File: config.mk
export PLATFORM = sky130hd
export DESIGN_NAME = dcache_req_decode
export DESIGN_NICKNAME = d
export VERILOG_FILES = /design/src/rtl/dcache_pkg.sv /design/src/rtl/dcache_req_decode.sv
export SDC_FILE = /design/constraint.sdc
export NUM_CORES = 1
export LEC_CHECK = 0
export BUFFER_PORTS_ARGS = -buffer_cell sky130_fd_sc_hd__buf_2
export CAP_MARGIN = 20
export CORE_AREA = 8 8 522 524
export DETAILED_ROUTE_END_ITERATION = 8
export DIE_AREA = 0 0 530 532
export GPL_ROUTABILITY_DRIVEN = 0
export SLEW_MARGIN = 20
export SYNTH_ARGS = -nofsm -noshare
export SYNTH_HDL_FRONTEND = slang
export SYNTH_SLANG_ARGS = --single-unit
File: constraint.sdc
create_clock -name vclk -period 2.5
set_input_delay 0.125 -clock vclk [all_inputs]
set_output_delay 0.125 -clock vclk [all_outputs]
set_load 0.01 [all_outputs]
File: src/rtl/dcache_pkg.sv
//////////////////////////////////////////////////
// dcache package
// cache geometry, access lengths and the request
// and write-through structs shared by the blocks
//////////////////////////////////////////////////

package dcache_pkg;

    // address and line geometry
    localparam int addr_bits  = 64;
    localparam int line_bytes = 128;
    localparam int line_bits  = line_bytes * 8;
    localparam int offs_bits  = 7;

    // 4 sets of 4 ways
    localparam int set_bits = 2;
    localparam int num_sets = 1 << set_bits;
    localparam int way_bits = 2;
    localparam int num_ways = 1 << way_bits;

    localparam int tag_bits = addr_bits - set_bits - offs_bits;

    // follows the load/store funct3 field, 7 is illegal
    typedef enum logic [2:0] {
        len_b  = 3'd0,
        len_h  = 3'd1,
        len_w  = 3'd2,
        len_d  = 3'd3,
        len_bu = 3'd4,
        len_hu = 3'd5,
        len_wu = 3'd6
    } mem_len_e;

    // decoded request, store data already placed at its line offset
    typedef struct packed {
        logic [tag_bits-1:0]   tag;
        logic [set_bits-1:0]   set;
        logic [offs_bits-1:0]  offs;
        mem_len_e              len;
        logic                  rd;
        logic                  wr;
        logic [line_bytes-1:0] mask;
        logic [line_bits-1:0]  wdata;
    } dc_req_t;

    // one write-through transfer
    typedef struct packed {
        logic [addr_bits-1:0] addr;
        logic [line_bits-1:0] line;
    } bus_wr_t;

endpackage

File: src/rtl/dcache_req_decode.sv
//////////////////////////////////////////////////
// dcache request decoder
// splits the address and builds the store byte
// mask and line-aligned store data
//////////////////////////////////////////////////

`timescale 1ns/1ps

module dcache_req_decode
    import dcache_pkg::*;
(
    input  logic [addr_bits-1:0] addr,
    input  mem_len_e             len,
    input  logic                 rd,
    input  logic                 wr,
    input  logic [63:0]          data_in,
    output dc_req_t              req
);

    logic [1:0] size;
    logic [7:0] byte_mask;

    // low two bits of len give log2 of the access size
    assign size = len[1:0];

    always_comb begin
        case (size)
            2'd0:    byte_mask = 8'h01;
            2'd1:    byte_mask = 8'h03;
            2'd2:    byte_mask = 8'h0f;
            default: byte_mask = 8'hff;
        endcase
    end

    // address split
    assign req.tag  = addr[addr_bits-1 -: tag_bits];
    assign req.set  = addr[offs_bits +: set_bits];
    assign req.offs = addr[offs_bits-1:0];

    assign req.len = len;
    assign req.rd  = rd;
    assign req.wr  = wr;

    // accesses are aligned, so the mask never leaves the line
    assign req.mask  = line_bytes'(byte_mask) << addr[offs_bits-1:0];
    assign req.wdata = line_bits'(data_in) << {addr[offs_bits-1:0], 3'b000};

endmodule

# == After elaboration in Yosys (flattened, before gate mapping) ==
# Cells that the tools add are included.
# totals
reg_bits,0
elab_cells,6
# op_classes
eq_ne,2
shifts,2
n_mux,1
reduce_logical,1
# ops
op,n
$shl A64 B10 Y1024,1
$shl A8 B7 Y128,1
$pmux W8 S3,1
$eq A2 B1 Y1 const B,1
$eq A2 B2 Y1 const B,1
$logic_not A2 Y1,1

# == Depth between registers and ports, before layout ==
# logic_depth
ltp_word,3
depth_mapped,9
mapped_depth_nobuf,4

# == Worst setup path after synthesis ==
# OpenSTA, ideal clock, no wires.
# synth_timing
path_type,input -> output
startpoint,input port addr[0]
endpoint,output port req[1005] in the netlist's numbering
arrival_time_ns,1.602
required_ns,2.375
slack_ns,0.773
path_stages,8
n_path_buf,4
path_cell_list,buf_6 > buf_8 > buf_8 > mux2i_2 > mux2i_4 > a21oi_4 > buf_4 > o22ai_1
# synth_rtl
item,line_no,rtl
start: declaration,dcache_req_decode.sv:12,"input logic [addr_bits-1:0] addr,"
end: declaration,dcache_req_decode.sv:17,output dc_req_t req

==> flow_summary.yaml <==
sta:
  final-hold-violation-count: 0
  finalSetupTns_ns: -0.0257
  layout_min_cycle_time_ns: 2.53
  finalMaxSlewViolations: 0
  max_freq_mhz: 396
  slew_headroom_pct: 28.7
  tightest_slew_ns: 1.07
  finalCritPeriodShare_pct: 101
  rsz0062_at_grt: "no"
  setup_ws_ns: -0.0257
  timing.hold.ws_ns: 0.250
  setup_viol: 1
route:
  ant_nets: 0
  wl_mm: 264
  wire_per_inst_um: 37.4
  vias_per_cell: 3.66
  first_pass_iters: 5
  via_count: 25800
  drtIter0Drc: 2896
  drc: 0
global_route:
  grt_pass1_wl_mm: 316
  grt_start_max_net_pins: 51
  overflow: 0
  antenna_found_initial: 91
  grt_pass1_vias: 24600
  gr-usage-all-layers_pct: 17.4
power:
  p_per_area_nw_per_um2: 221
  p_leak_nw: 12.8
  vdd_drop_max_uv: 111
  power.total_w: 0.00624
place:
  port-buffer-count: 1234
  dp.final_hpwl_mm: 219
yosys:
  avgSynthCellArea_sq_um: 6.21
  ys_seq_area_share_pct: 0
  synthesis.nets: 2322
  ys_types: 79
  ys_warn_count: 0
  netlist_area_sq_um: 13600
  synthCells: 2189
floorplanning:
  rows: 189
  pin_count: 1354
  fp.dieW_um: 530
  die_h_um: 532
  dieArea_sq_um: 282000
  start_util_pct: 5.15
  core-area_sq_um: 264000
status:
  violations: "setup timing"
  outcome: "complete, but fails checks"
layout:
  fin_util_pct: 10.7
  fill_cells: 30800
  n_sequential_cell: 0
  post_route_cells_drive_above_1_share_pct: 54.7
  clkbuf_count: 0
  nNetsFinal: 3622
  area_growth_pct: 108
  seq_area_sq_um: 0
critical_path:
  criticalPathCategory: "input port to primary output"
  crit_path_start_kind: "input port"
  required_ns: 2.38
  worstSetupEndpointType: "primary output"
  critPathLaunch: "addr[5]"
  worstPathArrival_ns: 2.40
  crit_fanout: 15
worst_hold_path:
  hold_depth: 0
  hold_path.class: "input port to primary output"
  hold-path-endpoint: "req[1207]"
  hold_start: "addr[50]"
run:
  cap_violations: 0
clock_network:
  postCtsSetupBuffers: 0
cell usage in the layout (no fill, tap or decap), drive strengths merged, types with 29 or more instances in the layout:
master	netlist	routed
a21oi	60	60
a22oi	48	48
buf	193	1662
diode	0	41
mux2i	109	109
nand2	114	114
nand2b	38	38
nor2	670	670
nor2b	29	29
o21ai	72	72
o22ai	367	367
o2bb2ai	89	89
cell type report:
class                           instances  area (sq um)  share of cell area [%]
Antenna cell                           41           103                   0.363
Inverter                                6          27.5                  0.0975
Multi-Input combinational cell       1819         12000                    42.7
Tap cell                             3533          4420                    15.7
Timing Repair Buffer                 1662         11600                    41.2
Yosys cell counts (19+ instances only):
library cell,n,share of area (%)
nor2_1,667,18
o22ai_1,367,17
clkbuf_1,171,4.7
nand2_1,113,3.1
buf_4,108,6.0
o2bb2ai_1,84,5.4
o21ai_0,61,2.2
buf_2,55,2.0
a21oi_1,43,1.6
mux2i_4,42,7.0
mux2i_2,38,3.8
nand2b_1,38,1.7
a22oi_1,32,1.8
mux2i_1,29,2.1
nor2b_1,29,1.3
nand3_1,19,0.70
worst max path at each step:
stage / to
floorplan: req[1005]
global placement: req[398]
detailed placement: req[398]
CTS: req[673]
global route: req[867]
finish: req[777]
cell families (layout without fill, tap and decap cells):
family	Yosys count	count (layout)	synth area share [%]
and+or+nand+nor	966	966	30.6
AOI/OAI and AO/OA	722	722	39.0
buffers and inverters	370	1668	14.5
muxes	130	130	15.8
adders and majority gates	1	1	0.0737
other	0	41	0
power by group:
group          switching [W]       total (W)    internal (W)  leakage (nW)
Sequential                 0               0               0             0
Clock                      0  0.000000000491  0.000000000490      0.000293
Combinational        0.00432         0.00624         0.00192          12.8
worst max-delay path, stage by stage:
cell,delay (ns)
buf_4,0.27
nor4b_4,0.39
buf_12,0.22
nand3_2,0.35
buf_4,0.33
o22ai_1,0.42
buf_2,0.23
stage by stage:
step	cells	setup slack (ns)	area, sq um
floorplan	2189	0.773	13600
global placement	7019	-1.10	28000
detailed placement	7020	-0.530	28000
CTS	7020	0.000825	28100
global route	7027	0.00875	28100
finish	7061	-0.0257	28200
routing by layer:
layer  track usage, %  share of wire [%]  vias to the layer above
met5                0              0.047                        -
met4             7.76                5.7                       18
met3             5.09                9.3                      545
met2             29.6                 47                     2317
met1             20.2                 38                    12400
li1                 -                  -                    10500
timing repair:
action | in CTS | in global routing
hold buffers | 0 | 0
gates resized for setup | 17 | 2
endpoints found under the setup margin | 26 | 5
hold endpoints to repair | 0 | 0
Power figures use the tool's default switching activity.
