File: src/rtl/dcache_pkg.sv
//////////////////////////////////////////////////
// dcache package
// cache geometry, access lengths and the request
// and write-through structs shared by the blocks
//////////////////////////////////////////////////

package dcache_pkg;

    // address and line geometry
    localparam int addr_bits  = 64;
    localparam int line_bytes = 128;
    localparam int line_bits  = line_bytes * 8;
    localparam int offs_bits  = 7;

    // 4 sets of 4 ways
    localparam int set_bits = 2;
    localparam int num_sets = 1 << set_bits;
    localparam int way_bits = 2;
    localparam int num_ways = 1 << way_bits;

    localparam int tag_bits = addr_bits - set_bits - offs_bits;

    // follows the load/store funct3 field, 7 is illegal
    typedef enum logic [2:0] {
        len_b  = 3'd0,
        len_h  = 3'd1,
        len_w  = 3'd2,
        len_d  = 3'd3,
        len_bu = 3'd4,
        len_hu = 3'd5,
        len_wu = 3'd6
    } mem_len_e;

    // decoded request, store data already placed at its line offset
    typedef struct packed {
        logic [tag_bits-1:0]   tag;
        logic [set_bits-1:0]   set;
        logic [offs_bits-1:0]  offs;
        mem_len_e              len;
        logic                  rd;
        logic                  wr;
        logic [line_bytes-1:0] mask;
        logic [line_bits-1:0]  wdata;
    } dc_req_t;

    // one write-through transfer
    typedef struct packed {
        logic [addr_bits-1:0] addr;
        logic [line_bits-1:0] line;
    } bus_wr_t;

endpackage

File: src/rtl/dcache_plru.sv
//////////////////////////////////////////////////
// dcache tree pseudo-LRU
// 3 state bits per set, victim choice and update
//////////////////////////////////////////////////

`timescale 1ns/1ps

module dcache_plru
    import dcache_pkg::*;
(
    input  logic                clk,
    input  logic                clr_n,
    input  logic [set_bits-1:0] set,
    input  logic                access,
    input  logic [way_bits-1:0] access_way,
    output logic [way_bits-1:0] victim_way
);

    logic [2:0] tree_q [num_sets];
    logic [2:0] tree;

    assign tree = tree_q[set];

    // bit 2 picks the half, bit 1 or bit 0 picks the way inside it
    always_comb begin
        if (tree[2]) begin
            victim_way = tree[1] ? 2'd0 : 2'd1;
        end else begin
            victim_way = tree[0] ? 2'd2 : 2'd3;
        end
    end

    // point the tree away from the way just used
    always_ff @(posedge clk or negedge clr_n) begin
        if (!clr_n) begin
            for (int s = 0; s < num_sets; s++) begin
                tree_q[s] <= 3'b000;
            end
        end else if (access) begin
            case (access_way)
                2'd0: tree_q[set] <= {2'b00, tree[0]};
                2'd1: tree_q[set] <= {2'b01, tree[0]};
                2'd2: tree_q[set] <= {1'b1, tree[1], 1'b0};
                default: tree_q[set] <= {1'b1, tree[1], 1'b1};
            endcase
        end
    end

endmodule

File: config.mk
export PLATFORM = sky130hd
export DESIGN_NAME = dcache_plru
export DESIGN_NICKNAME = d
export VERILOG_FILES = /design/src/rtl/dcache_pkg.sv /design/src/rtl/dcache_plru.sv
export SDC_FILE = /design/constraint.sdc
export NUM_CORES = 1
export LEC_CHECK = 0
export BUFFER_PORTS_ARGS = -buffer_cell sky130_fd_sc_hd__buf_4
export CAP_MARGIN = 20
export CORE_MARGIN = 5
export CORE_UTILIZATION = 41
export DETAILED_ROUTE_END_ITERATION = 6
export PLACE_DENSITY = 0.7
export SLEW_MARGIN = 10
export SYNTH_ARGS = -nofsm -noshare
export SYNTH_HDL_FRONTEND = slang
export SYNTH_SLANG_ARGS = --single-unit
File: constraint.sdc
create_clock -name clk -period 3.02 [get_ports clk]
set_input_delay 0.604 -clock clk [delete_from_list [all_inputs] [get_ports clk]]
set_output_delay 0.604 -clock clk [all_outputs]
set_load 0.02 [all_outputs]
# Word-level counts from Yosys, hierarchy flattened
# Cells that the tools add are included.
# word_totals
regBits,12
inputBits,7
# classes
order_cmp,2
eq_ne,2
muxes,13
bitwise,1
reduce_logical,2
# op_table
op,n
12-bit bitwise mux,4
12-bit one-hot mux with 3 select lines,1
3-bit two-way mux,3
3-bit binary-select mux with 2-bit select,1
3-bit demux with 2-bit select,1
"3-bit greater-or-equal comparator, second input constant",1
"3-bit by 1-bit < comparator with 1-bit output, second input constant",1
2-bit NOT with 3-bit output,1
"2-bit by 1-bit equality test with 1-bit output, second input constant",1
"2-bit equality test, second input constant",1
2-bit logical NOT,1
1-bit two-way mux,2
2-bit two-way mux,1
1-bit logical AND,1

# Logic depth before layout (Yosys ltp)
# depth
ltp_word,7
ltp_mapped,4

# Worst setup path before layout
# Ideal clock, no wire load.
# synth_path
path_kind,input to output
from,in set[0]
to,out victim_way[0]
t_arrival_ns,1.664
slack_ns,0.752
path_stages,3
n_path_buf,1
cell_sequence,buf_4 mux4_1 mux2i_1
# synth_via
elab_chain_len,6
elab_cells_between_ends,7
classes_between,mux (6); bitwise (1)
# synth_lines
item,line_no,source
start: declaration,dcache_plru.sv:13,"input logic [set_bits-1:0] set,"
2-bit NOT with 3-bit output (implied by the code) *,dcache_plru.sv:22,assign tree = tree_q[set];
3-bit binary-select mux with 2-bit select *,dcache_plru.sv:22,
3-bit two-way mux (implied by the code) * (2 in series),dcache_plru.sv:22,
"1-bit two-way mux, on equally long branches","dcache_plru.sv:29, dcache_plru.sv:27",
2-bit two-way mux *,dcache_plru.sv:26,if (tree[2]) begin
end: declaration,dcache_plru.sv:16,output logic [way_bits-1:0] victim_way
# Every way passes the cells marked *; elsewhere a longest branch is shown, timed or not. The select of a mux whose other input is x is not followed.

# Worst setup path in the final report
# Same ends and word-level chain as after synthesis.

==> results.toml <==
[placement]
hpwl_um = 972
port_buffers = 8
dpl.cell_count = 73
gp_congestion = 0.8279

[layout]
largest_register_ffs = 12
areaGrowthSynthToFinish_pct = 14.57
nets = 69
fill_cells = 133
drive_above_1_share_pct = 36.07
num_antenna_cells = 0
fin_cells = 77
largest_registers = "tree_q (12)"
regMostFlops = "tree_q"

[cts]
clkSlewWorstSetupHoldPaths_ns = 0.08
postCtsSetupBuffers = 0
cts_max_path_buffers = 2
cts_resized = 0
clock_latency_ns = 0.27
cts-hold-fix-buffers = 0
cts_tree = "done"
cts_buffers = 3
ctsHtreeMaxLevel = 1
cts_sinks = 12
clock-root-buffer = "clkbuf_4"

[route]
drt_pass1_iterations = 4
via_per_inst = 5.584
drc = 0
drtIter0Drc = 9
wl_um = 1268
drt.antenna.violating_nets = 0
vias = 430
wl_per_cell_um = 16.47

[critical_path]
critical-path-slowest-cell = "mux4_1"
cp.buffers_inverters = 2
path_cells = "buf_4 > mux4_1 > mux2i_1 > buf_4"
worst_setup_path_end_kind = "output port"
critPathTopFamily = "multiplexers"
path_class = "in2out"
worst_setup_path_start_kind = "input pin"
cpMostUsedCell = "buf_4"
critical_path.max_fanout = 10
arrival_ns = 1.63
crit_path_max_incr_delay_ns = 0.57
required_ns = 2.42

[sta]
finalSetupViolations = 0
slew_headroom_pct = 84.80
grt_setup_unrepaired = "no"
worst_slew_pin_slew_ns = 0.2271
skew_ns = 0.00005246
fin_crit_sh_pct = 73.94
hold_viol_final = 0
fin_setup_tns_ns = 0
finalCriticalPeriod_ns = 2.233
fmax_mhz = 447.8
slew_viol_final = 0

[yosys]
syn_inst = 52
yosys_register_bits = 12
synth_area_um2 = 635.6
syn-num-nets = 59
synth.avg_cell_area_um2 = 12.22
yosysTopAreaCellShare_pct = 47.24
yosysTopAreaCell = "dfrtp_1"
ys_warn_count = 0
synthTopCellsByArea = "dfrtp_1 (47%), mux2_2 (14%), mux4_1 (8.3%)"
yosysSeqAreaShare_pct = 47.24
synthDistinctLibCells = 19

[global_routing]
grt_pass1_wl_um = 2235
gr-total-overflow = 0
antenna_found_initial = 0
grt_max_degree = 13
grt_pass1_vias = 470
track_usage_pct = 12.02

[run_status]
status = "finished clean"

[pwr]
peakVddDrop_mv = 0.2746
power.leakage_uw = 0.0003289
p_per_area_nw_per_um2 = 594.8

[floorplan]
ios = 9
die_area_um2 = 2438
rows = 14
die_x_um = 49.38
start_util_pct = 42.69
core_region_area_um2 = 1489
die_height_um = 49.38

[hold_path]
hold_path_class = "in2async"

[job]
maxCapViolCount = 0
synth_stat cells:
cell type	count
a22oi_1	1
a31oi_1	1
buf_2	1
buf_4	1
buf_6	1
dfrtp_1	12
inv_1	2
mux2_2	8
mux2i_1	1
mux4_1	2
mux4_2	1
nand2_1	7
nand3_1	1
nand3b_1	2
nand4b_1	1
nor2_1	1
nor2b_1	3
nor3b_2	1
o21ai_0	5
final cells by class:
type,instances,area (µm²),area share [%]
Clock buffer,4,36.28,4.983
Inverter,2,7.507,1.031
Multi-Input combinational cell,35,304.0,41.75
Sequential cell,12,300.3,41.24
Tap cell,16,20.02,2.749
Timing Repair Buffer,8,60.06,8.247
cells in the final DEF (no fill, tap or decap), types with 2 or more instances in the layout:
master,Yosys,routed
buf_4,1,8
clkbuf_4,0,3
dfrtp_1,12,12
inv_1,2,2
mux2_2,8,8
mux4_1,2,2
nand2_1,7,7
nand3b_1,2,2
nor2b_1,3,3
o21ai_0,5,5
power breakdown:
part	internal [µW]	switching, µW	total [µW]
logic	55.0	43.5	98.6
registers	190	19.5	210
clock network	73.1	51.7	125
worst paths after layout:
path,slack (ns),from,depth (start not counted),end
setup reg to reg,1.89,tree_q[7]$_DFFE_PN0P_,3,tree_q[1]$_DFFE_PN0P_
setup / recovery,0.79,set[0],4,victim_way[0]
hold reg to reg,0.50,tree_q[5]$_DFFE_PN0P_,2,tree_q[5]$_DFFE_PN0P_
max in group asynchronous,2.71,clr_n,1,tree_q[8]$_DFFE_PN0P_
hold / removal,0.16,clr_n,1,tree_q[4]$_DFFE_PN0P_
min in group clk,0.50,tree_q[5]$_DFFE_PN0P_,2,tree_q[5]$_DFFE_PN0P_
metal layers:
layer / global-route usage [%] / vias up / routed length [µm]
li1: - / 208 / -
met3: 5.199 / 2 / 104
met4: 4.367 / 0 / 8
met1: 14.29 / 207 / 491
met5: 0 / - / 0
met2: 19.10 / 13 / 664
worst register-to-register path: stages, from the launching register on:
cell and delay (ns):
dfrtp_1 0.41, mux2_2 0.27, a31oi_1 0.22, o21ai_0 0.11
per-stage QoR:
step / setup slack, ns / hold slack (ns) / cell area [µm²] / total power [µW] / util [%]
CTS: 0.7716 / 0.1595 / 728.2 / 438.7 / 48.91
floorplan: 0.7519 / 0.3084 / 635.6 / 275.5 / -
global placement: 0.8158 / 0.4471 / 691.9 / 306.3 / 46.47
global route: 0.6918 / 0.1471 / 728.2 / 463.7 / 48.91
finish: 0.7871 / 0.1581 / 728.2 / 433.1 / 48.91
detailed placement: 0.7850 / 0.4509 / 691.9 / 312.8 / 46.47
cell families after synthesis:
family	synth area share, %
flops	47.24
buf+inv	4.921
mux	27.56
compound gates	6.103
simple gates	14.17
No activity file was read; power rests on OpenSTA's default activity.
